[src/verilog/mem_pkg.sv]
// data memory shared types: access width code, data sizes and doubleword views
package mem_pkg;

    // data path width, one doubleword
    localparam int DATA_W = 64;

    // byte lanes per doubleword
    localparam int MASK_W = DATA_W / 8;

    // access size code, shared by the load and store paths
    typedef enum logic [1:0] {
        WIDTH_BYTE   = 2'd0,
        WIDTH_HALF   = 2'd1,
        WIDTH_WORD   = 2'd2,
        WIDTH_DOUBLE = 2'd3
    } mem_width_e;

    // one doubleword seen as lanes of each access size
    typedef union packed {
        logic [7:0][7:0]  bytes;
        logic [3:0][15:0] halves;
        logic [1:0][31:0] words;
        logic [63:0]      raw;
    } dword_u;

endpackage

[src/verilog/mem_load_extract.sv]
// load extractor: lane select and zero extension, plus both fault outputs
`timescale 1ns/1ps

module mem_load_extract (
    input  logic                       clk,
    input  logic                       arst_n,
    input  logic                       ren,
    input  logic [2:0]                 raddr_lo,
    input  mem_pkg::mem_width_e        width,
    input  logic                       rfault,
    input  logic                       wen,
    input  logic                       wfault,
    input  mem_pkg::dword_u            rword,
    output logic [mem_pkg::DATA_W-1:0] rdata,
    output logic                       load_fault,
    output logic                       store_fault
);
    import mem_pkg::*;

    logic [2:0]        off_q;
    mem_width_e        width_q;
    logic              fault_q;
    logic [DATA_W-1:0] lane;

    // load controls line up with the ram output register
    always_ff @(posedge clk or negedge arst_n) begin
        if (!arst_n) begin
            off_q       <= '0;
            width_q     <= WIDTH_BYTE;
            fault_q     <= 1'b0;
            store_fault <= 1'b0;
        end else begin
            if (ren) begin
                off_q   <= raddr_lo;
                width_q <= width;
                fault_q <= rfault;
            end
            // single cycle pulse per faulting store
            store_fault <= wen & wfault;
        end
    end

    always_comb begin
        case (width_q)
            WIDTH_BYTE: lane = {56'b0, rword.bytes[off_q]};
            WIDTH_HALF: lane = {48'b0, rword.halves[off_q[2:1]]};
            WIDTH_WORD: lane = {32'b0, rword.words[off_q[2]]};
            default:    lane = rword.raw;
        endcase
    end

    // faulting load returns zero
    assign rdata      = fault_q ? '0 : lane;
    assign load_fault = fault_q;

endmodule

[config.mk]
export PLATFORM = sky130hd
export DESIGN_NAME = mem_load_extract
export DESIGN_NICKNAME = d
export VERILOG_FILES = /design/src/verilog/mem_pkg.sv /design/src/verilog/mem_load_extract.sv
export SDC_FILE = /design/constraint.sdc
export NUM_CORES = 1
export LEC_CHECK = 0
export BUFFER_PORTS_ARGS = -buffer_cell sky130_fd_sc_hd__buf_2
export CORE_MARGIN = 10
export CORE_UTILIZATION = 44
export CTS_BUF_LIST = sky130_fd_sc_hd__clkbuf_2
export DETAILED_ROUTE_END_ITERATION = 7
export GPL_ROUTABILITY_DRIVEN = 0
export GPL_TIMING_DRIVEN = 0
export PLACE_DENSITY = 0.93
export SLEW_MARGIN = 20
export SYNTH_ARGS = -nofsm -noshare
export SYNTH_HDL_FRONTEND = slang
export SYNTH_SLANG_ARGS = --single-unit
[constraint.sdc]
create_clock -name clk -period 1.9 [get_ports clk]
set_input_delay 0.19 -clock clk [delete_from_list [all_inputs] [get_ports clk]]
set_output_delay 0.19 -clock clk [all_outputs]
set_load 0.02 [all_outputs]
==> results.sh <==
export IMPL_outcome="finished with violations"
export IMPL_violations="setup timing"
export IMPL_cts_path_max_buffers=2
export IMPL_critPathKind="flip-flop to output port"
export IMPL_synth_seq_area_share_pct=8.24
export IMPL_avgSynthCellArea_sq_um=7.90
export IMPL_vdd_drop_max_mv=0.662
export IMPL_fmaxAchievable_mhz=452
export IMPL_slowest_delay_ns=0.36
export IMPL_path_cells="buf_6 > buf_12 > mux2_2 > nand2_1 > a21boi_0 > o221ai_1 > buf_4"
export IMPL_drcViolationCount=0
export IMPL_vias_per_cell=7.26
export IMPL_fillers=205
export IMPL_syn2layout_area_growth_pct=93.8
export IMPL_root_buffer="clkbuf_2"
export IMPL_p_sw_share_pct=49.4
export IMPL_floorplan_core_area_sq_mm=0.00469
export IMPL_period_needed_ns=2.21
export IMPL_clock_skew_ns=0
export IMPL_synth_area_leader_cell="mux4_2"
export IMPL_num_io_pins=141
export IMPL_n_antenna_cell=0
export IMPL_startpoint_type="flip-flop"
export IMPL_sequentialPowerShare_pct=8.7
export IMPL_clk_pin_slew_ns=0.10
export IMPL_cts_sinks=7
export IMPL_synth_edf_count=0
export IMPL_synthArstFlopShare_pct=100
export IMPL_cp_arrival_ns=2.02
export IMPL_clkPwrFrac_pct=5.7
export IMPL_grt_pass1_vias=3501
export IMPL_netSwitchingPower_mw=1.02
export IMPL_synth_cells=269
export IMPL_h_tree_depth=1
export IMPL_finalHoldViolCount=0
export IMPL_required_ns=1.71
export IMPL_final_layout_size_suffix_gt1_share_pct=69.2
export IMPL_die_area_sq_mm=0.00801
export IMPL_grt_max_degree=11
export IMPL_grt_pass1_wl_mm=17.2
export IMPL_numCtsBuffers=3
export IMPL_fin_crit_sh_pct=116
export IMPL_slowest_stage="dfrtp_1"
export IMPL_row_count=25
export IMPL_routedWlPerCell_microns=31.0
export IMPL_ant_nets=0
export IMPL_drt_iter0_markers=690
export IMPL_max_cap_violations=0
export IMPL_yosysWarningCount=0
export IMPL_synth_nets=344
export IMPL_insertion_delay_ns=0.24
export IMPL_place_hpwl_mm=7.80
export IMPL_ys_types=41
export IMPL_start_util_pct=45.3
export IMPL_cts_tree="yes"
export IMPL_finalWorstSetupSlack_ns=-0.310
export IMPL_firstDrtPassIters=6
export IMPL_vias=3666
export IMPL_comb_power_share_pct=85.6
export IMPL_p_total_mw=2.07
export IMPL_worstMarginPinSlew_ns=0.468
export IMPL_leakagePower_nw=1.97
export IMPL_synth_seq_cells=7
export IMPL_setup_tns_final_ns=-5.75
export IMPL_drv_slew=0
export IMPL_end_kind="output port"
export IMPL_syn_area_sq_mm=0.00212
export IMPL_die_h_microns=89.5
export IMPL_final_net_count=527
export IMPL_regToRegSetupSlack_ns=0.46
export IMPL_gr_total_overflow=0
export IMPL_min_delay_path_class="primary input to flip-flop"
export IMPL_yosys_top_cells_area="mux4_2 16%, mux2_2 14%, and2_1 11%"
export IMPL_internal_power_mw=1.05
export IMPL_fp_dieW_microns=89.5
export IMPL_rsz0062_at_grt="true"
export IMPL_slew_headroom_pct=68.8
export IMPL_antenna_found_initial=0
export IMPL_powerDensity_mw_per_mm2=503
export IMPL_yosysTopAreaCellShare_pct=15.9
export IMPL_yosys_most_used_dff="dfrtp_1"
export IMPL_port_buffers=139
export IMPL_totalWireLength_mm=15.7
export IMPL_setup_viol=57
export IMPL_critPathMaxFanout=8
export IMPL_grt_usage_pct=27.5
## what timing repair did
action,in CTS,in global routing
setup buffers,23,15
hold buffers,1,0
gates resized for setup,94,133
setup endpoints to repair,62,59
endpoints found under the hold margin,7,0
pin swaps,21,41
gates cloned,2,6
## power groups by stage
stage / registers, mW / clock network (mW) / logic, mW
finish: 0.181 / 0.119 / 1.77
floorplan: 0.175 / 0 / 0.707
detailed placement: 0.174 / 0 / 1.09
global placement: 0.173 / 0 / 1.06
CTS: 0.178 / 0.114 / 1.36
global route: 0.181 / 0.124 / 1.80
## metrics by stage
stage / hold WS (ns) / utilization [%] / cell area [sq um] / setup slack [ns] / cells
6_report: 0.188 / 87.8 / 4120 / -0.310 / 505
5_1_grt: 0.181 / 87.8 / 4120 / -0.276 / 505
4_1_cts: 0.154 / 73.6 / 3450 / -0.129 / 487
3_5_place_dp: 0.0289 / 61.5 / 2890 / -0.197 / 462
3_3_place_gp: 0.0257 / 61.5 / 2890 / -0.146 / 462
2_1_floorplan: -0.106 / - / 2120 / 0.140 / 269
## routing by layer
metal,vias up,GRT usage [%],routed length [microns]
li1,1372,-,-
met1,1666,30.6,4820
met3,157,8.02,2730
met4,0,18.4,1400
met2,471,44.7,6720
met5,-,0,0
## sequential cells by signal (all words and copies together), names as in the netlist
| name | count |
|---|---|
| store_fault | 1 |
| load_fault | 1 |
| off_q | 3 |
| width_q | 2 |
## worst paths after layout
check | from | endpoint | cells after the start
min in group asynchronous | arst_n | width_q[0] | 2
max in group asynchronous | arst_n | width_q[1] | 2
worst max register to register | load_fault | load_fault | 3
worst min-delay path | width[0] | width_q[0] | 2
worst min register to register | width_q[0] | width_q[0] | 2
worst max-delay path | off_q[2] | rdata[4] | 7
## critical path, delay by kind of cell (launching register included)
| family | cells | cell delay [ns] |
|---|---|---|
| multiplexers | 1 | 0.34 |
| flip-flops | 1 | 0.36 |
| AO/OA/AOI/OAI | 2 | 0.43 |
| AND/OR/NAND/NOR | 1 | 0.12 |
| buffers and inverters | 3 | 0.53 |
## cells in the final DEF, fill, tap and decap left out, types with 3 or more instances in the layout
master | Yosys | layout
a222oi_1 | 3 | 3
nand2_2 | 1 | 3
nand3_2 | 0 | 3
nor2_1 | 13 | 12
mux2i_1 | 10 | 10
mux4_2 | 15 | 15
buf_6 | 3 | 39
o22ai_1 | 7 | 7
nand2_1 | 43 | 28
mux2_2 | 27 | 25
a21oi_2 | 0 | 15
a21oi_1 | 21 | 3
a22oi_2 | 0 | 4
dfrtp_1 | 7 | 6
a21boi_1 | 2 | 3
buf_12 | 0 | 9
nand2_4 | 0 | 11
o211ai_1 | 3 | 3
o221ai_1 | 7 | 6
clkbuf_16 | 0 | 4
a21oi_4 | 0 | 3
buf_2 | 7 | 93
a311o_1 | 7 | 7
buf_8 | 0 | 4
a21boi_2 | 0 | 4
buf_4 | 5 | 52
clkbuf_2 | 0 | 5
and2_1 | 36 | 35
## Yosys cell counts (3+ instances only)
library cell and count:
nand2_1 43, nand3_1 4, a21boi_0 6, a21oi_1 21
nor2_1 13, o221ai_1 7, clkbuf_1 14, mux2_2 27
and2_1 36, a222oi_1 3, buf_4 5, o22ai_1 7
a22oi_1 4, a311o_1 7, mux4_2 15, mux2i_1 10
buf_2 7, dfrtp_1 7, buf_6 3, nand2b_1 3
o211ai_1 3
## cell families (layout without fill, tap and decap cells)
group                  Yosys count  count (layout)  synth area share (%)
and+or+nand+nor                108             108                  25.2
AOI/OAI and AO/OA               68              68                  22.6
muxes                           54              54                  36.0
buffers and inverters           32             214                  8.01
DFF                              7               7                  8.25
## area by class of cell
cell class | instances | area [sq um] | area share, %
multi-input combinational | 230 | 2120 | 51.5
timing repair buffer | 185 | 1440 | 34.9
buffer | 23 | 287 | 6.96
sequential | 7 | 176 | 4.28
tap | 54 | 67.6 | 1.64
clock buffer | 4 | 20.0 | 0.486
inverter | 2 | 10.0 | 0.243
No activity file was read; power rests on OpenSTA's default activity.
