**src/verilog/mem_pkg.sv**
```systemverilog
// data memory shared types: access width code, data sizes and doubleword views
package mem_pkg;

    // data path width, one doubleword
    localparam int DATA_W = 64;

    // byte lanes per doubleword
    localparam int MASK_W = DATA_W / 8;

    // access size code, shared by the load and store paths
    typedef enum logic [1:0] {
        WIDTH_BYTE   = 2'd0,
        WIDTH_HALF   = 2'd1,
        WIDTH_WORD   = 2'd2,
        WIDTH_DOUBLE = 2'd3
    } mem_width_e;

    // one doubleword seen as lanes of each access size
    typedef union packed {
        logic [7:0][7:0]  bytes;
        logic [3:0][15:0] halves;
        logic [1:0][31:0] words;
        logic [63:0]      raw;
    } dword_u;

endpackage

```
**src/verilog/mem_addr_check.sv**
```systemverilog
// address decoder: window and alignment checks plus doubleword index per path
`timescale 1ns/1ps

module mem_addr_check #(
    parameter logic [mem_pkg::DATA_W-1:0] MEM_BASE = 64'h0000_0000_8000_0000,
    parameter int                         IDX_W    = 10
) (
    input  logic [mem_pkg::DATA_W-1:0] raddr,
    input  logic [mem_pkg::DATA_W-1:0] waddr,
    input  mem_pkg::mem_width_e        width,
    output logic [IDX_W-1:0]           ridx,
    output logic                       rfault,
    output logic [IDX_W-1:0]           widx,
    output logic                       wfault
);
    import mem_pkg::*;

    // byte offset bits covering the whole window
    localparam int OFF_W = IDX_W + 3;

    logic [DATA_W-1:0] roff;
    logic [DATA_W-1:0] woff;

    // low address bits must be a multiple of the access size
    function automatic logic misaligned(input logic [2:0] lo, input mem_width_e w);
        logic bad;
        case (w)
            WIDTH_BYTE: bad = 1'b0;
            WIDTH_HALF: bad = lo[0];
            WIDTH_WORD: bad = |lo[1:0];
            default:    bad = |lo;
        endcase
        return bad;
    endfunction

    // an address below the base wraps to a large offset
    function automatic logic outside(input logic [DATA_W-1:0] off);
        return |(off >> OFF_W);
    endfunction

    assign roff = raddr - MEM_BASE;
    assign woff = waddr - MEM_BASE;

    assign ridx = roff[OFF_W-1:3];
    assign widx = woff[OFF_W-1:3];

    assign rfault = outside(roff) | misaligned(raddr[2:0], width);
    assign wfault = outside(woff) | misaligned(waddr[2:0], width);

endmodule

```
**config.mk**
```make
export PLATFORM = sky130hd
export DESIGN_NAME = mem_addr_check
export DESIGN_NICKNAME = d
export VERILOG_FILES = /design/src/verilog/mem_pkg.sv /design/src/verilog/mem_addr_check.sv
export SDC_FILE = /design/constraint.sdc
export NUM_CORES = 1
export LEC_CHECK = 0
export BUFFER_PORTS_ARGS = -buffer_cell sky130_fd_sc_hd__buf_2
export CORE_MARGIN = 10
export CORE_UTILIZATION = 21
export DETAILED_ROUTE_END_ITERATION = 10
export PLACE_DENSITY = 0.86
export SLEW_MARGIN = 20
export SYNTH_ARGS = -nofsm -noshare
export SYNTH_HDL_FRONTEND = slang
export SYNTH_SLANG_ARGS = --single-unit
```
**constraint.sdc**
```tcl
create_clock -name vclk -period 1.73
set_input_delay 0.0865 -clock vclk [all_inputs]
set_output_delay 0.0865 -clock vclk [all_outputs]
set_load 0.02 [all_outputs]
```
==> summary.md, run 1 <==
The largest single stage delay on the critical path is 0.52 ns. For the worst setup path, the data arrival time is 1.96 ns. The share of layout cells above drive strength 1 is 66.15%, and the proportion of netlist area held by the largest area contributor is 23.35%. The design draws 0.0001964 W. For the share of total power in combinational logic, the log shows 100.0%. The type of origin of the critical path was a primary input. Cell seen most often among critical-path stages: sky130_fd_sc_hd__buf_6. The tools report the remaining antenna violation count after routing as 0. The worst pin sits at a relative slew slack of 73.02%.

In the finished design the tool counted flip-flops and latches totalling 0. Cell internal power was estimated by the tool at 0.0001182 W. After synthesis, the most frequently instantiated cells are sky130_fd_sc_hd__buf_4, sky130_fd_sc_hd__nor4_1, sky130_fd_sc_hd__nor2_1, sky130_fd_sc_hd__nor3_1. The number of different library cells used by synthesis comes to 30.

Buffers added to address setup during post-CTS repair amount to 0. The final reports fail on negative setup slack. Of all cell types, the one taking the most synthesized area is sky130_fd_sc_hd__buf_4. The final count of negative-setup-slack endpoints was 1; the global router's overall resource usage was 10.69%.

The signal on the critical path passes through buf_6, or4_4, buf_4, nor4_4, nand4b_1, a2111oi_4, nand4_1, buf_6. The slew at the pin with the worst max-slew slack was 0.3997 ns. Clock buffers in the final layout number 0. The floorplan step set the die width to 75.34 um. After synthesis the cells add up to 643.1 um2.

The area growth from synthesis to layout works out to 89.69%. The max-slew violation count is 0. Ranked by total cell area, the synthesized netlist is headed by sky130_fd_sc_hd__buf_4, sky130_fd_sc_hd__nor4_1, sky130_fd_sc_hd__nor3_1. The run gives 1220 um2 as the cell area after layout.

The time the worst path needs with I/O delays and setup was 2.044 ns; the number of fillers in the final layout was 301. The core occupancy in the finished layout was 40.63%; the core area was 3003 um2. The number of buffer and inverter instances along the worst setup path was 3. The run gives 0 um2 as the area used by sequential logic in the layout.

The type of the most critical hold path is in -> out. The first routing iteration left 17 violations. The power per standard cell area is 161.0 nW/um2. After synthesis, the mean cell area works out to 6.915 um2. The power share of the clock group is 0%. The final critical-path setup slack was -0.3143 ns. The tools report the number of iterations in the first detailed-routing pass as 4. The share of the Yosys chip area taken by registers is 0%.

The wire length of the first global-routing pass is 4961 um, and the initial cell density of the core is 21.42%. The count of buffers added on input and output ports is 112. For this run, the post-layout net count is 324.

The count of antenna diodes in the layout is 0. The largest net degree at the start of global routing is 6. The multi-input combinational cells in the finished layout cover a total of 549.3 um2. The logs give 0.00007764 V for the peak supply drop and 0.5869 nW for the cell leakage power. Data on the critical path is required at its endpoint by 1.64 ns.

Of all nets on the critical path, the largest fanout is 3. The floorplan die height is 75.34 um. In the finished design, the share of the clock period the worst path needs comes to 118.2%.

For this design the total switching power over the nets is 0.00007818 W. After detailed placement, the total cell area comes to 1147 um2. The die area came out at 5676 um2. The number of global-route vias before repair was 1,221; the achievable clock frequency was 489.2 MHz. The number of vias per cell was 5.058.

The tools report the type of element capturing the critical path as an output pin. The logs give 0 for the number of antenna violations at the first check in global routing and 1,138 for the total via count after detailed routing. The overflow left after global routing is 0. The largest delay contributor family on the critical path is simple AND/OR/NAND/NOR gates.

The mean routed wirelength per cell came out at 16.89 um. The hold violation total from the final report is 0. Setup repair after global routing could not meet its margin everywhere. The flow ran to the end, but the final reports show violations.

The final routed wirelength across all metal layers was 3800 um; the cell count after synthesis was 93. Routability-driven placement finished with a final weighted congestion of 0.7829. Net switching is 39.81% of the power. For this run, design rule violations remaining after detail routing come to 0.

The critical path in this run is classified as in -> out. During I/O placement, the number of pins put on the boundary was 152. The run gives 223 as the synthesized netlist net count. The most frequent cell after synthesis was sky130_fd_sc_hd__buf_4. The slowest stage of the critical path is the sky130_fd_sc_hd__or4_4 cell. The tool flagged a number of max-cap violations equal to 0.

The count of synthesis-stage warnings from yosys came out at 0. In this run the core area contains 20 standard-cell rows. The logs give 0% for the relative contribution of sequential cells to total power and 0 for the post-cts hold buffer count.
## per-layer routing
| metal | vias up | GRT usage (%) | part of all wire [%] | wire, um |
|---|---|---|---|---|
| li1 | 559 | - | - | - |
| met1 | 479 | 10.30 | 33 | 1269 |
| met2 | 92 | 19.92 | 48 | 1826 |
| met3 | 8 | 5.990 | 17 | 635 |
| met4 | 0 | 1.237 | 1.8 | 68 |
| met5 | - | 0 | 0 | 0 |
## path summary, 6_finish.rpt
path,start,end,slack (ns),cells past startpoint
worst max-delay path,waddr[36],wfault,-0.31,8
worst min-delay path,waddr[3],widx[0],0.17,0
## layout make-up
| cell class | instances | share of cell area (%) |
|---|---|---|
| multi-input combinational | 73 | 45.03 |
| tap | 33 | 3.385 |
| timing repair buffer | 119 | 51.59 |
## through the flow
stage,hold slack (ns),std cells,worst slack [ns],setup TNS (ns)
6_report,0.1730,225,-0.3143,-0.3143
2_1_floorplan,0.2856,93,-0.1662,-0.1662
3_5_place_dp,0.1731,225,-0.3679,-0.3679
5_1_grt,0.1730,225,-0.3551,-0.3626
3_3_place_gp,0.1731,225,-0.2902,-0.2902
4_1_cts,0.1731,225,-0.3082,-0.3082
## layout by cell type (no fill, tap or decap)
cell                          n
sky130_fd_sc_hd__nor4b_1      2
sky130_fd_sc_hd__nor2_1       7
sky130_fd_sc_hd__o311ai_0     1
sky130_fd_sc_hd__o2111ai_1    1
sky130_fd_sc_hd__and4_1       2
sky130_fd_sc_hd__buf_6        3
sky130_fd_sc_hd__a21o_1       1
sky130_fd_sc_hd__xor2_1       1
sky130_fd_sc_hd__a2111oi_1    1
sky130_fd_sc_hd__nor3_1       7
sky130_fd_sc_hd__mux2i_1      1
sky130_fd_sc_hd__nand2_1      3
sky130_fd_sc_hd__nor4_4       2
sky130_fd_sc_hd__xnor2_1      4
sky130_fd_sc_hd__nand2b_1     2
sky130_fd_sc_hd__or3_1        1
sky130_fd_sc_hd__nand4b_1     1
sky130_fd_sc_hd__a2111oi_4    1
sky130_fd_sc_hd__nand3_1      2
sky130_fd_sc_hd__o22ai_1      1
sky130_fd_sc_hd__buf_4        6
sky130_fd_sc_hd__or4_4        3
sky130_fd_sc_hd__a211o_1      1
sky130_fd_sc_hd__a31oi_1      1
sky130_fd_sc_hd__or4_1        2
sky130_fd_sc_hd__nor4_1      15
sky130_fd_sc_hd__nor2b_1      1
sky130_fd_sc_hd__o21ai_0      2
sky130_fd_sc_hd__nand4_1      4
sky130_fd_sc_hd__a21oi_2      1
sky130_fd_sc_hd__o21a_1       1
sky130_fd_sc_hd__buf_2      110
sky130_fd_sc_hd__nor4b_4      1
## cell families after synthesis
group | count (synthesis) | share of synthesized area [%]
multiplexers | 1 | 1.556
AO/OA/AOI/OAI | 12 | 13.43
XOR/XNOR | 5 | 6.809
buffers and inverters | 20 | 23.35
AND/OR/NAND/NOR | 55 | 54.87
## repair_timing
action / in CTS / in global routing
setup endpoints to repair: 1 / 2
gates resized for setup: 4 / 10
pin swaps: 5 / 2
## power groups by stage
stage | clock, W | combinational, W | sequential, W
CTS | 0 | 0.000186 | 0
global placement | 0 | 0.000181 | 0
finish | 0 | 0.000196 | 0
global route | 0 | 0.000218 | 0
detailed placement | 0 | 0.000184 | 0
floorplan | 0 | 0.000102 | 0
(Power assumes the default switching activity.)
==> run 2, diff against run 1 <==
- CORE_MARGIN: 10 -> 2
- SKIP_LAST_GASP: default -> 1
- TNS_END_PERCENT: default -> 30
==> run 2 against run 1 <==
- the run still ends with negative setup slack left
- highest routed layer unchanged
- core utilization fell by 1.3 points
- global-route usage increased by 1.3 points
- via count fell by 1.7%
- critical endpoint unchanged
- largest cell class unchanged
- count of clock-buffer cells in the layout is the same
- power decreased by 5.5%
- worst hold slack about the same
==> summary.md, run 2 (synthesis gave the netlist of run 1 again) <==
The layout has 0 clock buffers. Cell internal power was estimated by the tool at 0.0001161 W. The flow ran to the end, but the final reports show violations. The floorplan step defined a core boundary enclosing 2978 um2.

The final critical-path setup slack was -0.2496 ns. The number of global-route vias before repair is 934, and the accumulated negative setup slack is -0.2496 ns. On the critical path the largest part of the delay comes from simple AND/OR/NAND/NOR gates. The number of antenna violations at the first check in global routing is 0, and the max-slew violation count is 0. The power per standard cell area was 158.4 nW/um2. The worst pin sits at a relative slew slack of 71.57%. On the final layout, the worst hold slack is 0.1730 ns.

The routed design has 2526 um of wire. For the max capacitance violation total, the log shows 0. Global routing consumed, over all layers together, 11.98% of the routing resources. The die covers 3521 um2. The achievable clock frequency was 505.2 MHz; the number of iterations in the first detailed-routing pass was 3. The run gives 0.00006947 V as the peak supply drop. Power share of the clock group: 0%. Of the total power, the share spent switching nets is 37.41%. The type of element capturing the critical path was an output pin. In this run the post-CTS setup repair buffer count came out at 0.

Including well taps, the total number of placed cells is 225. The tools report the final count of negative-setup-slack endpoints as 1. At the worst endpoint, the arrival time is 1.89 ns.

In the routed layout, each cell is associated on average with a via count of 4.973. The area growth from synthesis to layout is 82.10%. The run gives 0.5781 nW as the cell leakage power.

Sequential cells burn 0% of the power. Counting stages on the worst path, the most repeated cell is sky130_fd_sc_hd__or4_4. Combinational logic is responsible for 100.0% of the overall power. Measured along the y axis, the die boundary spans 59.34 um.

The area used by sequential logic in the layout is 0 um2, and the layout net count is 324. The hold violation total from the final report is 0. For this block, the initial DRC count from the detailed router was 21. The largest fanout of any net on the critical path works out to 2. Of the available clock period, the critical path in the final layout requires 114.4%. The number of buffers and inverters on the critical path is 3. Type of origin of the critical path: a primary input. For the worst setup path, the data required time is 1.64 ns.

The logs give 0 for the number of sequential cells in the layout and 0.7069 for the global placement routability congestion. The slew at the pin with the worst max-slew slack works out to 0.4158 ns. The final reports fail on negative setup slack. The run gives 0 as the count of antenna diodes in the layout. Leaving out fill and tap cells, the most frequent cell in the layout is sky130_fd_sc_hd__buf_2. Type of the most critical hold path: in -> out. The overflow left after global routing came out at 0.

Setup repair after global routing could not meet its margin everywhere. The tools report the remaining antenna violation count after routing as 0. Buffers inserted to repair hold after CTS numbered 0. Slowest stage cell on the critical path: sky130_fd_sc_hd__or4_4. The floorplan step set the die width to 59.34 um. Of the cells placed in the final design, the portion with a size suffix greater than 1 is 65.10%. Entering global routing, the biggest net connects 6 pins. Dividing the detail-routed wire length by the instance count gives 11.23 um.

For this configuration, the core starts out at a cell density of 21.60%. Subtracting the final worst setup slack from the clock period gives 1.980 ns. The critical path is of the in -> out type. In the routed design, unresolved DRC markers number 0. The count of cells in the finished layout, fillers not included, comes to 225. The critical path goes through buf_2, or4_4, or4_4, buf_4, nor4_4, xnor2_1, nand4_1, buf_6. Summing over every cut layer, the via total after detailed routing is 1,119.

The run gives 0.00006939 W as the net load switching power. The floorplan has 20 rows. The first global-routing pass estimated 3422 um of wire. The layout has 316 filler cells. In the layout the commonest cells are sky130_fd_sc_hd__buf_2, sky130_fd_sc_hd__nor4_1, sky130_fd_sc_hd__nor2_1, sky130_fd_sc_hd__nor3_1, sky130_fd_sc_hd__buf_4. The port buffer count is 112, and the total I/O pin count is 152. The largest single stage delay on the critical path is 0.53 ns. Summed over all nets, the half-perimeter wirelength after detailed placement is 2311 um.

Summing all multi-input logic gate instances after layout gives 506.7 um2.
run 2: changes by cell type in the layout (fill, tap and decap cells not counted):
cell                        previous run  this run
sky130_fd_sc_hd__buf_6                 3         2
sky130_fd_sc_hd__a2111oi_0             0         1
sky130_fd_sc_hd__nor4_4                2         1
sky130_fd_sc_hd__nor4b_4               1         0
sky130_fd_sc_hd__nor4b_1               2         3
sky130_fd_sc_hd__nor4_2                0         1
sky130_fd_sc_hd__a2111oi_4             1         0
sky130_fd_sc_hd__buf_2               110       111
run 2: cell type report:
type,count,share of cell area [%]
multi-input cells,73,43.27
repair buffers,119,53.21
well taps,33,3.526
run 2: path summary, 6_finish.rpt:
| path | start | to | slack, ns | cells after the start |
|---|---|---|---|---|
| worst max-delay path | waddr[32] | wfault | -0.25 | 8 |
| worst min-delay path | raddr[9] | ridx[6] | 0.17 | 0 |
run 2: what timing repair did:
| item | in CTS | in global routing |
|---|---|---|
| pin swaps | 3 | 2 |
| cloned | 0 | 0 |
| setup endpoints to repair | 1 | 2 |
| gates resized for setup | 4 | 3 |
run 2: metal layers:
layer | vias to the layer above | share of wire [%] | GRT usage, %
met4 | 0 | 0.79 | 0.9740
met5 | - | 0 | 0
met2 | 80 | 52 | 26.06
li1 | 559 | - | -
met3 | 4 | 12 | 2.183
met1 | 476 | 35 | 11.53
run 2: through the flow:
step	power, W	cell area, um2	util, %	setup WS, ns
floorplan	0.0001020	643.1	-	-0.1662
global placement	0.0001798	1147	38.53	-0.2933
detailed placement	0.0001837	1147	38.53	-0.3136
CTS	0.0001860	1161	38.99	-0.2546
global route	0.0002036	1171	39.33	-0.3045
finish	0.0001855	1171	39.33	-0.2496
run 2: power groups by stage:
stage | registers [W] | clock network [W] | logic [W]
CTS | 0 | 0 | 0.000186
floorplan | 0 | 0 | 0.000102
global route | 0 | 0 | 0.000204
detailed placement | 0 | 0 | 0.000184
global placement | 0 | 0 | 0.000180
finish | 0 | 0 | 0.000185
