### src/verilog/mem_pkg.sv
// data memory shared types: access width code, data sizes and doubleword views
package mem_pkg;

    // data path width, one doubleword
    localparam int DATA_W = 64;

    // byte lanes per doubleword
    localparam int MASK_W = DATA_W / 8;

    // access size code, shared by the load and store paths
    typedef enum logic [1:0] {
        WIDTH_BYTE   = 2'd0,
        WIDTH_HALF   = 2'd1,
        WIDTH_WORD   = 2'd2,
        WIDTH_DOUBLE = 2'd3
    } mem_width_e;

    // one doubleword seen as lanes of each access size
    typedef union packed {
        logic [7:0][7:0]  bytes;
        logic [3:0][15:0] halves;
        logic [1:0][31:0] words;
        logic [63:0]      raw;
    } dword_u;

endpackage

### src/verilog/mem_wr_if.sv
// doubleword write bus from the store merger to the RAM array
`timescale 1ns/1ps

interface mem_wr_if #(
    parameter int IDX_W = 10
);
    import mem_pkg::*;

    logic [IDX_W-1:0]  widx;
    dword_u            wdata;
    // one bit per byte lane
    logic [MASK_W-1:0] bmask;
    logic              wen;

    modport source (
        output widx, wdata, bmask, wen
    );

    modport sink (
        input widx, wdata, bmask, wen
    );

endinterface

### src/verilog/mem_store_merge.sv
// store merger: byte mask and lane placement of one store doubleword
`timescale 1ns/1ps

module mem_store_merge #(
    parameter int IDX_W = 10
) (
    input  logic [2:0]                 waddr_lo,
    input  logic [mem_pkg::DATA_W-1:0] wdata,
    input  mem_pkg::mem_width_e        width,
    input  logic [IDX_W-1:0]           widx,
    input  logic                       wfault,
    input  logic                       wen,
    mem_wr_if.source                   wr
);
    import mem_pkg::*;

    logic [MASK_W-1:0] size_mask;
    dword_u            lane;

    // lane mask before the shift to the addressed byte
    always_comb begin
        case (width)
            WIDTH_BYTE: size_mask = 8'h01;
            WIDTH_HALF: size_mask = 8'h03;
            WIDTH_WORD: size_mask = 8'h0f;
            default:    size_mask = 8'hff;
        endcase
    end

    // copy the store data into every lane of its size, the mask picks one
    always_comb begin
        lane.raw = wdata;
        case (width)
            WIDTH_BYTE: lane.bytes  = {MASK_W{wdata[7:0]}};
            WIDTH_HALF: lane.halves = {4{wdata[15:0]}};
            WIDTH_WORD: lane.words  = {2{wdata[31:0]}};
            default:    lane.raw    = wdata;
        endcase
    end

    assign wr.widx  = widx;
    assign wr.wdata = lane;
    assign wr.bmask = size_mask << waddr_lo;
    // a faulting store never reaches the array
    assign wr.wen   = wen & ~wfault;

endmodule

### src/flat_wrapper.sv
// flat-port wrapper written by rule: the top's interface ports become plain ports
module mem_store_merge_flat import mem_pkg::*;
#(
    parameter int IDX_W = 10
)
  (waddr_lo, wdata, width, widx, wfault, wen, wr_widx, wr_wdata, wr_bmask, wr_wen);
  mem_wr_if #(.IDX_W(IDX_W)) wr_i ();
  input  logic [2:0] waddr_lo;
  input  logic [mem_pkg::DATA_W-1:0] wdata;
  input  mem_pkg::mem_width_e width;
  input  logic [IDX_W-1:0] widx;
  input  logic wfault;
  input  logic wen;
  output wire logic [$bits(wr_i.widx)-1:0] wr_widx;
  output wire logic [$bits(wr_i.wdata)-1:0] wr_wdata;
  output wire logic [$bits(wr_i.bmask)-1:0] wr_bmask;
  output wire logic [$bits(wr_i.wen)-1:0] wr_wen;
  assign wr_widx = wr_i.widx;
  assign wr_wdata = wr_i.wdata;
  assign wr_bmask = wr_i.bmask;
  assign wr_wen = wr_i.wen;
  mem_store_merge #(.IDX_W(IDX_W)) u_core (.waddr_lo(waddr_lo), .wdata(wdata), .width(width), .widx(widx), .wfault(wfault), .wen(wen), .wr(wr_i));
endmodule
### config.mk
export PLATFORM = sky130hd
export DESIGN_NAME = mem_store_merge_flat
export DESIGN_NICKNAME = d
export VERILOG_FILES = /design/src/verilog/mem_pkg.sv /design/src/verilog/mem_wr_if.sv /design/src/verilog/mem_store_merge.sv /design/src/flat_wrapper.sv
export SDC_FILE = /design/constraint.sdc
export NUM_CORES = 1
export LEC_CHECK = 0
export ABC_AREA = 1
export BUFFER_PORTS_ARGS = -buffer_cell sky130_fd_sc_hd__buf_2
export CAP_MARGIN = 20
export CORE_ASPECT_RATIO = 0.75
export CORE_MARGIN = 2
export CORE_UTILIZATION = 34
export DETAILED_ROUTE_END_ITERATION = 10
export PLACE_DENSITY = 0.95
export SYNTH_ARGS = -nofsm -noshare
export SYNTH_HDL_FRONTEND = slang
export SYNTH_SLANG_ARGS = --single-unit
### constraint.sdc
create_clock -name vclk -period 3.4
set_clock_uncertainty 0.2 [all_clocks]
set_input_delay 0.68 -clock vclk [all_inputs]
set_output_delay 0.68 -clock vclk [all_outputs]
set_load 0.02 [all_outputs]
==> summary.txt, run 1 <==
Place
  • Placed Cells: a little under 400
  • Area of placed instances: roughly 0.0017 mm2
  • Hpwl dp: 3.76 mm
  • Gpl congestion: ~0.8
  • Port Buffer Count: between 100 and 150

Global routing
  • Antenna violations before repair: 0
  • Vias in the first global route: between 1,500 and 2,000
  • Overall Global Routing Usage: between 20% and 30%
  • GR Overflow Total: 0
  • Largest net degree at the start of global routing: 37
  • First-pass GRT wire length: 6.91 mm

Floorplan
  • Starting Density: between 30% and 40%
  • I/O pin total: ~160
  • Row Count: 18
  • Core area: approximately 0.0032 mm2
  • Die area: between 0.003 and 0.004 mm2
  • DIE WIDTH: 70.3 um
  • Height of the die: 53.7 um

Power
  • P_leak: around 1.1 nW
  • Worst IR Drop VDD: ~0.11 mV
  • PwrDens: ~200 mW/mm2

Finish
  • Ant. Diodes: 0
  • Final Cell Area: 0.00169 mm2
  • Clkbuf count: 0
  • Multi-input combinational cell area: 872 um2
  • FF/Latch Area: 0 um2
  • Most common cell after layout, fill and taps aside: buf_2
  • Fin cells: between 300 and 400
  • Share of cells above drive strength 1: a little over two fifths
  • Commonest cells after routing, fill and taps aside: buf_2, nand2_1, nand3_1
  • Nets: roughly 440
  • Layout area overhead: 50.9%
  • FF+latch count: 0
  • Fillers: 339

STA
  • Slew Limit Headroom: between 60% and 70%
  • RSZ-0062 raised after global routing: no
  • Final Hold Viols: 0
  • Post-route minimum period: 2.77 ns
  • Max Freq: 361 MHz
  • Least-Margin Pin Slew: 0.463 ns
  • Final period util: between 80 and 90%
  • Setup-failing EPs final: 0
  • Fin. max-slew vios: 0
  • Setup_tns: 0 ns

Synth
  • Cell area after synthesis: roughly 0.0011 mm2
  • Register area share after synthesis: 0%
  • Cell count after synthesis: between 200 and 250
  • Post-synth top area share: 40.8%
  • Largest area contributor in the netlist: nand2_1
  • Syn Area/Cell: 4.67 um2
  • Synthesis Warnings: 0
  • Yosys cell types: 16
  • Syn Nets: roughly 320
  • Synth top area cells: nand2_1, nand3_1, buf_4

Drt
  • Drt wl/cell: approximately 12 um
  • DR vias/cell: 5.10
  • Routed vias: between 2,000 and 2,500
  • Post-DRT Antenna Nets: 0
  • DR DRC count: 0
  • DRT Wirelength: approximately 4.7 mm
  • Detailed router's first-iteration violation count: between 100 and 150
  • Drt pass-1 iters: 4

Critical path
  • CP Max Fanout: 11
  • CP Data Required Time: about 2.5 ns
  • Critical path class: input pin to output pin
  • Data arrival, critical path: roughly 1.9 ns
  • CP Launch Type: input pin
  • Setup crit end kind: output pin

Job
  • Max Cap Viol: 0

Clock tree
  • Setup bufs post-CTS: 0
  • CTS resizes: 0
  • # hold bufs at CTS: 0

Status
  • Status: complete, no violations

Worst hold path
  • Worst Hold Class: input pin to output pin
final cells by class:
type / count / share of cell area, %
multi-input cells: 201 / 51.6
well taps: 40 / 2.96
repair buffers: 147 / 43.9
inverters: 7 / 1.55
per-layer routing:
metal | routed length, um | track usage (%) | vias to the layer above
met4 | 66 | 4.49 | 0
li1 | - | - | 998
met2 | 2270 | 38.5 | 108
met3 | 415 | 3.37 | 8
met1 | 1950 | 29.0 | 899
met5 | 0 | 0 | -
worst max-delay path, cell delays in order:
cell and delay (ns):
buf_2 0.18, nand2_4 0.15, inv_2 0.11, nor2_2 0.38, nand2_1 0.12, nand3_1 0.08
buf_2 0.16
logic make-up after synthesis:
kind of cell | after synthesis | synth area share [%]
AND/OR/NAND/NOR | 197 | 76.0
buffers and inverters | 39 | 22.2
AO/OA/AOI/OAI | 4 | 1.79
cell usage after synthesis:
library cell and n:
buf_4 19, o21ai_0 2, nor2_2 2, inv_2 3, inv_1 4, nand4_1 10
clkbuf_1 3, buf_2 7, nand2_1 122, nand2_4 1, buf_6 3, nor3_1 1
nor2_1 7, a21oi_1 2, nand3_1 53, nor2_4 1
path summary, 6_finish.rpt:
check | start | end | slack [ns] | depth (start not counted)
min | widx[7] | wr_widx[7] | 1.16 | 0
max | width[0] | wr_wdata[42] | 0.63 | 7
power by group:
group | total [mW] | switching (mW) | leakage [nW] | internal [mW]
clock | 0 | 0 | 0 | 0
combinational | 0.330 | 0.215 | 1.14 | 0.115
sequential | 0 | 0 | 0 | 0
total | 0.330 | 0.215 | 1.14 | 0.115
metrics by stage:
step / util, % / setup WS (ns) / hold WS, ns / power, mW
floorplan: - / 1.03 / 1.24 / 0.223
global placement: 52.5 / 0.724 / 1.16 / 0.328
detailed placement: 52.5 / 0.663 / 1.16 / 0.330
global route: 52.5 / 0.525 / 1.16 / 0.360
CTS: 52.5 / 0.658 / 1.16 / 0.331
finish: 52.5 / 0.633 / 1.16 / 0.330
No activity file was read; power rests on OpenSTA's default activity.
==> run 2: changes to the inputs <==
- CORE_UTILIZATION: 34 -> 28
- PLACE_DENSITY: 0.95 -> 0.85
- clock period: 3.4 -> 2.4 ns (I/O delays scaled with it)
==> run 2 against run 1 <==
Wire length increased by 2.9%. Utilization decreased by 6.5 points. Cell area increased by 2.2%. Critical endpoint is now wr_wdata[51]. First-iteration DRC count decreased by 14%. Critical path depth unchanged.
==> summary.txt, run 2 (synthesis gave the netlist of run 1 again) <==
Clock tree
  • Setup bufs post-CTS: 0 (unchanged)
  • # hold bufs at CTS: 0 (unchanged)
  • CTS resizes: 0 (unchanged)

Place
  • Placed Cells: 410 (+3.8%)
  • Area of placed instances: 0.00173 mm2 (+2.2%)
  • Gpl congestion: 0.881 (+9.0%)
  • Hpwl dp: 4.11 mm (+9.2%)
  • Port Buffer Count: 144 (unchanged)
  • Setup slack at placement: 0.217 ns (-0.446 ns)

Drt
  • DR vias/cell: 4.81 (-5.6%)
  • Detailed router's first-iteration violation count: 108 (-14%)
  • Routed vias: 1,973 (-2.0%)
  • DR DRC count: 0 (unchanged)
  • DRT Wirelength: 4.83 mm (+2.9%)
  • Post-DRT Antenna Nets: 0 (unchanged)
  • Drt pass-1 iters: 6 (+2)
  • Drt wl/cell: 11.8 um (-0.89%)

Finish
  • Util after Layout: 46.0% (-6.5 points)
  • FF/Latch Area: 0 um2 (unchanged)
  • Multi-input combinational cell area: 872 um2 (unchanged)
  • Ant. Diodes: 0 (unchanged)
  • Layout area overhead: 54.2%
  • Final Cell Area: 0.00173 mm2 (+2.2%)
  • Fillers: 433 (+28%)
  • Most common cell after layout, fill and taps aside: buf_2
  • Commonest cells after routing, fill and taps aside: buf_2, nand2_1, nand3_1
  • Nets: 441 (+0.68%)
  • Clkbuf count: 0 (unchanged)
  • Share of cells above drive strength 1: 43.9% (+0.47 points)
  • FF+latch count: 0 (unchanged)
  • Fin cells: 410 (+3.8%)

Critical path
  • CP Launch Type: input pin
  • CP Max Fanout: 20 (+9)
  • Setup crit end kind: output pin
  • Worst path max stage delay: 0.25 ns (-0.13 ns)
  • Crit path buf inv count: 4 (+1)
  • Crit path max-delay cell type: buf_4
  • Cell mode on critical path: buf_2
  • Critical path class: input pin to output pin
  • CP Data Required Time: 1.72 ns (-0.80 ns)
  • Cell family with most CP delay: buffers and inverters
  • Crit path cell chain: buf_2 -> nand2_4 -> inv_2 -> buf_4 -> nand2_1 -> nand3_1 -> buf_2
  • Data arrival, critical path: 1.49 ns (-0.40 ns)

STA
  • Final period util: 90.6%
  • Fin. max-slew vios: 0 (unchanged)
  • RSZ-0062 raised after global routing: no
  • Post-route minimum period: around 2.2 ns
  • Final Hold Viols: 0 (unchanged)
  • Min Hold Slack: 0.760 ns (-0.400 ns)
  • Setup_tns: 0 ns (unchanged)
  • Least-Margin Pin Slew: 0.356 ns (-0.107 ns)
  • Worst setup margin: 0.225 ns (-0.408 ns)
  • Setup-failing EPs final: 0 (unchanged)
  • Max Freq: roughly 460 MHz
  • Slew Limit Headroom: 76.3% (+7.1 points)

Worst hold path
  • Worst Hold Class: input pin to output pin
  • Hold path start: widx[2]
  • WHS Endpoint: wr_widx[2]
  • Worst Hold Path Cells: 0 (unchanged)

Global routing
  • GRT Max-Usage Layer: met2
  • Met2 usage: 35.0% (-3.6 points)
  • Antenna violations before repair: 0 (unchanged)
  • Overall Global Routing Usage: 19.2% (-2.8 points)
  • GR Overflow Total: 0 (unchanged)
  • First-pass GRT wire length: 7.39 mm (+7.0%)
  • Grt met1 use: 26.8% (-2.3 points)
  • Vias in the first global route: 1,666 (+8.6%)
  • Largest net degree at the start of global routing: 29 (-22%)
  • Met3 Use GR: 1.23% (-2.1 points)

Floorplan
  • Row Count: 19 (+1)
  • Height of the die: 58.8 um (+9.4%)
  • Die area: 0.00453 mm2 (+20%)
  • Starting Density: 29.8% (-5.0 points)
  • DIE WIDTH: 77.1 um (+9.6%)
  • Core area: 0.00376 mm2 (+17%)
  • I/O pin total: 164 (unchanged)

Power
  • Worst IR Drop VDD: 0.154 mV (+35%)
  • P_leak: 1.15 nW (+1.3%)
  • PwrDens: 274 mW/mm2 (+40%)
  • Power, Total: 474 uW (+43%)

Status
  • Status: complete, no violations

Job
  • Max Cap Viol: 0 (unchanged)
==> run 2: cell types whose count changed in the layout (fill, tap and decap cells not counted), sizes merged <==
cell / before / now
buf: 147 / 150
==> run 2: report_power, final <==
part,internal (mW),switching [mW]
Combinational,0.166,0.308
Sequential,0,0
Clock,0,0
Total,0.166,0.308
==> run 2: cell type report <==
cell class	count	share of cell area, %
Timing Repair Buffer	150	44.3
Multi-Input combinational cell	201	50.4
Inverter	7	1.52
Tap cell	52	3.76
==> run 2: how the worst max path moves through the flow <==
| stage | to | cells after the start | from | slack (ns) |
|---|---|---|---|---|
| 6_report | wr_wdata[51] | 7 | width[1] | 0.23 |
| 5_1_grt | wr_wdata[52] | 7 | width[1] | 0.09 |
| 3_3_place_gp | wr_wdata[55] | 6 | width[1] | 0.27 |
| 4_1_cts | wr_wdata[51] | 7 | width[1] | 0.21 |
| 2_1_floorplan | wr_bmask[2] | 6 | width[0] | 0.43 |
| 3_5_place_dp | wr_wdata[51] | 7 | width[1] | 0.22 |
==> run 2: per-layer routing <==
metal	wire [um]	share of wire, %
met1	2140	44
met2	2330	48
met3	355	7.3
met4	4	0.083
met5	0	0
==> run 3: changes to the inputs <==
- PLACE_DENSITY: 0.85 -> 0.83
==> run 3 against run 2 <==
Critical endpoint is now wr_wdata[46]. Power down 0.36%. Wire length down 0.50%. Via count up 0.30%. Flip-flop and latch count unchanged. Cell area unchanged. Largest power group unchanged. Final cell count unchanged. Largest cell class unchanged. Non-clock buffer count unchanged.
==> summary.txt, run 3 (synthesis gave the netlist of run 1 again) <==
Finish
  • Util after Layout: 46.0% (unchanged)
  • Clkbuf count: 0 (unchanged)
  • Share of cells above drive strength 1: 43.9% (unchanged)
  • Fillers: 428 (-1.2%)
  • Commonest cells after routing, fill and taps aside: buf_2, nand2_1, nand3_1
  • Multi-input combinational cell area: 872 um2 (unchanged)
  • Most common cell after layout, fill and taps aside: buf_2
  • Layout area overhead: 54.2% (unchanged)
  • Ant. Diodes: 0 (unchanged)
  • Fin cells: 410 (unchanged)
  • FF+latch count: 0 (unchanged)
  • Nets: 441 (unchanged)
  • FF/Latch Area: 0 um2 (unchanged)

Critical path
  • Setup crit end kind: output pin
  • Critical path class: input pin to output pin
  • CP Data Required Time: 1.72 ns (about the same)
  • Data arrival, critical path: 1.50 ns (about the same)
  • CP Launch Type: input pin
  • CP Max Fanout: 17 (-15%)

Global routing
  • Vias in the first global route: 1,803 (+8.2%)
  • Largest net degree at the start of global routing: 29 (unchanged)
  • Antenna violations before repair: 0 (unchanged)
  • First-pass GRT wire length: 7.69 mm (+4.0%)
  • GR Overflow Total: 0 (unchanged)
  • Overall Global Routing Usage: 19.6% (+0.43 points)

STA
  • Least-Margin Pin Slew: 0.357 ns (+0.000906 ns)
  • Post-route minimum period: 2.18 ns (+0.00155 ns)
  • Fin. max-slew vios: 0 (unchanged)
  • Setup_tns: 0 ns (unchanged)
  • Max Freq: 460 MHz (about the same)
  • RSZ-0062 raised after global routing: no
  • Setup-failing EPs final: 0 (unchanged)
  • Worst setup margin: 0.224 ns (-0.00155 ns)
  • Slew Limit Headroom: 76.2% (about the same)
  • Final Hold Viols: 0 (unchanged)
  • Final period util: 90.7% (about the same)
  • Min Hold Slack: 0.760 ns (-0.00000100 ns)

Drt
  • Routed vias: 1,979 (+0.30%)
  • DR DRC count: 0 (unchanged)
  • Drt pass-1 iters: 4 (-2)
  • DRT Wirelength: 4.81 mm (-0.50%)
  • Drt wl/cell: 11.7 um (-0.50%)
  • Post-DRT Antenna Nets: 0 (unchanged)
  • Detailed router's first-iteration violation count: 81 (-25%)
  • DR vias/cell: 4.83 (+0.30%)

Place
  • Port Buffer Count: 144 (unchanged)
  • Gpl congestion: 0.865 (-1.8%)
  • Setup slack at placement: 0.218 ns (+0.000919 ns)
  • Placed Cells: 410 (unchanged)
  • Hpwl dp: 4.08 mm (-0.77%)

Power
  • Sw frac: 64.8% (-0.14 points)
  • Worst IR Drop VDD: 0.152 mV (-1.1%)
  • Net Sw Power: 306 uW (-0.57%)
  • Int Pwr: 166 uW (about the same)
  • P_leak: 1.15 nW (unchanged)
  • Part of the power in registers: 0% (unchanged)
  • PwrDens: 273 mW/mm2 (-0.36%)
  • Clock share of power: 0% (unchanged)
  • Comb pwr share: 100.0% (about the same)

Floorplan
  • Core area: 0.00376 mm2 (unchanged)
  • Die area: 0.00453 mm2 (unchanged)
  • DIE WIDTH: 77.1 um (unchanged)
  • Starting Density: 29.8% (unchanged)
  • I/O pin total: 164 (unchanged)
  • Height of the die: 58.8 um (unchanged)
  • Row Count: 19 (unchanged)

Clock tree
  • CTS resizes: 0 (unchanged)
  • # hold bufs at CTS: 0 (unchanged)
  • Setup bufs post-CTS: 0 (unchanged)

Worst hold path
  • WHS Endpoint: wr_widx[5]
  • Worst Hold Path Cells: 0 (unchanged)
  • Worst Hold Class: input pin to output pin
  • Hold path start: widx[5]

Job
  • Max Cap Viol: 0 (unchanged)

Status
  • Status: complete, no violations
[run 3: metrics by stage]
step | instance area, um2 | total power [mW]
floorplan | 1120 | 0.316
global placement | 1730 | 0.471
detailed placement | 1730 | 0.473
CTS | 1730 | 0.475
global route | 1730 | 0.514
finish | 1730 | 0.472
[run 3: worst max-delay path, stage by stage]
cell and delay [ns]:
buf_2 0.17, nand2_4 0.11, inv_2 0.15, buf_4 0.23, nand2_1 0.08, nand3_1 0.09
buf_2 0.16
[run 3: metal layers]
metal	vias to the layer above	track usage, %	wire length, um
li1	999	-	-
met1	889	25.8	2080
met2	91	36.3	2360
met3	0	2.30	374
met4	0	1.79	0
met5	-	0	0
[run 3: layout make-up]
| cell class | instances | area share [%] |
|---|---|---|
| multi-input combinational | 201 | 50.4 |
| timing repair buffer | 150 | 44.3 |
| tap | 52 | 3.76 |
| inverter | 7 | 1.52 |
[run 3: power by group through the flow]
stage	Combinational, mW	Clock [mW]	Sequential [mW]
after floorplan	0.316	0	0
after global placement	0.471	0	0
after detailed placement	0.473	0	0
after CTS	0.475	0	0
after global routing	0.514	0	0
final	0.472	0	0
[run 3: how the worst max path moves through the flow]
| stage | from | slack, ns | endpoint | cells after the start |
|---|---|---|---|---|
| 2_1_floorplan | width[0] | 0.43 | wr_bmask[2] | 6 |
| 3_3_place_gp | width[0] | 0.25 | wr_wdata[46] | 7 |
| 3_5_place_dp | width[1] | 0.22 | wr_wdata[46] | 7 |
| 4_1_cts | width[1] | 0.21 | wr_wdata[46] | 7 |
| 5_1_grt | width[0] | 0.08 | wr_wdata[41] | 7 |
| 6_report | width[0] | 0.22 | wr_wdata[46] | 7 |
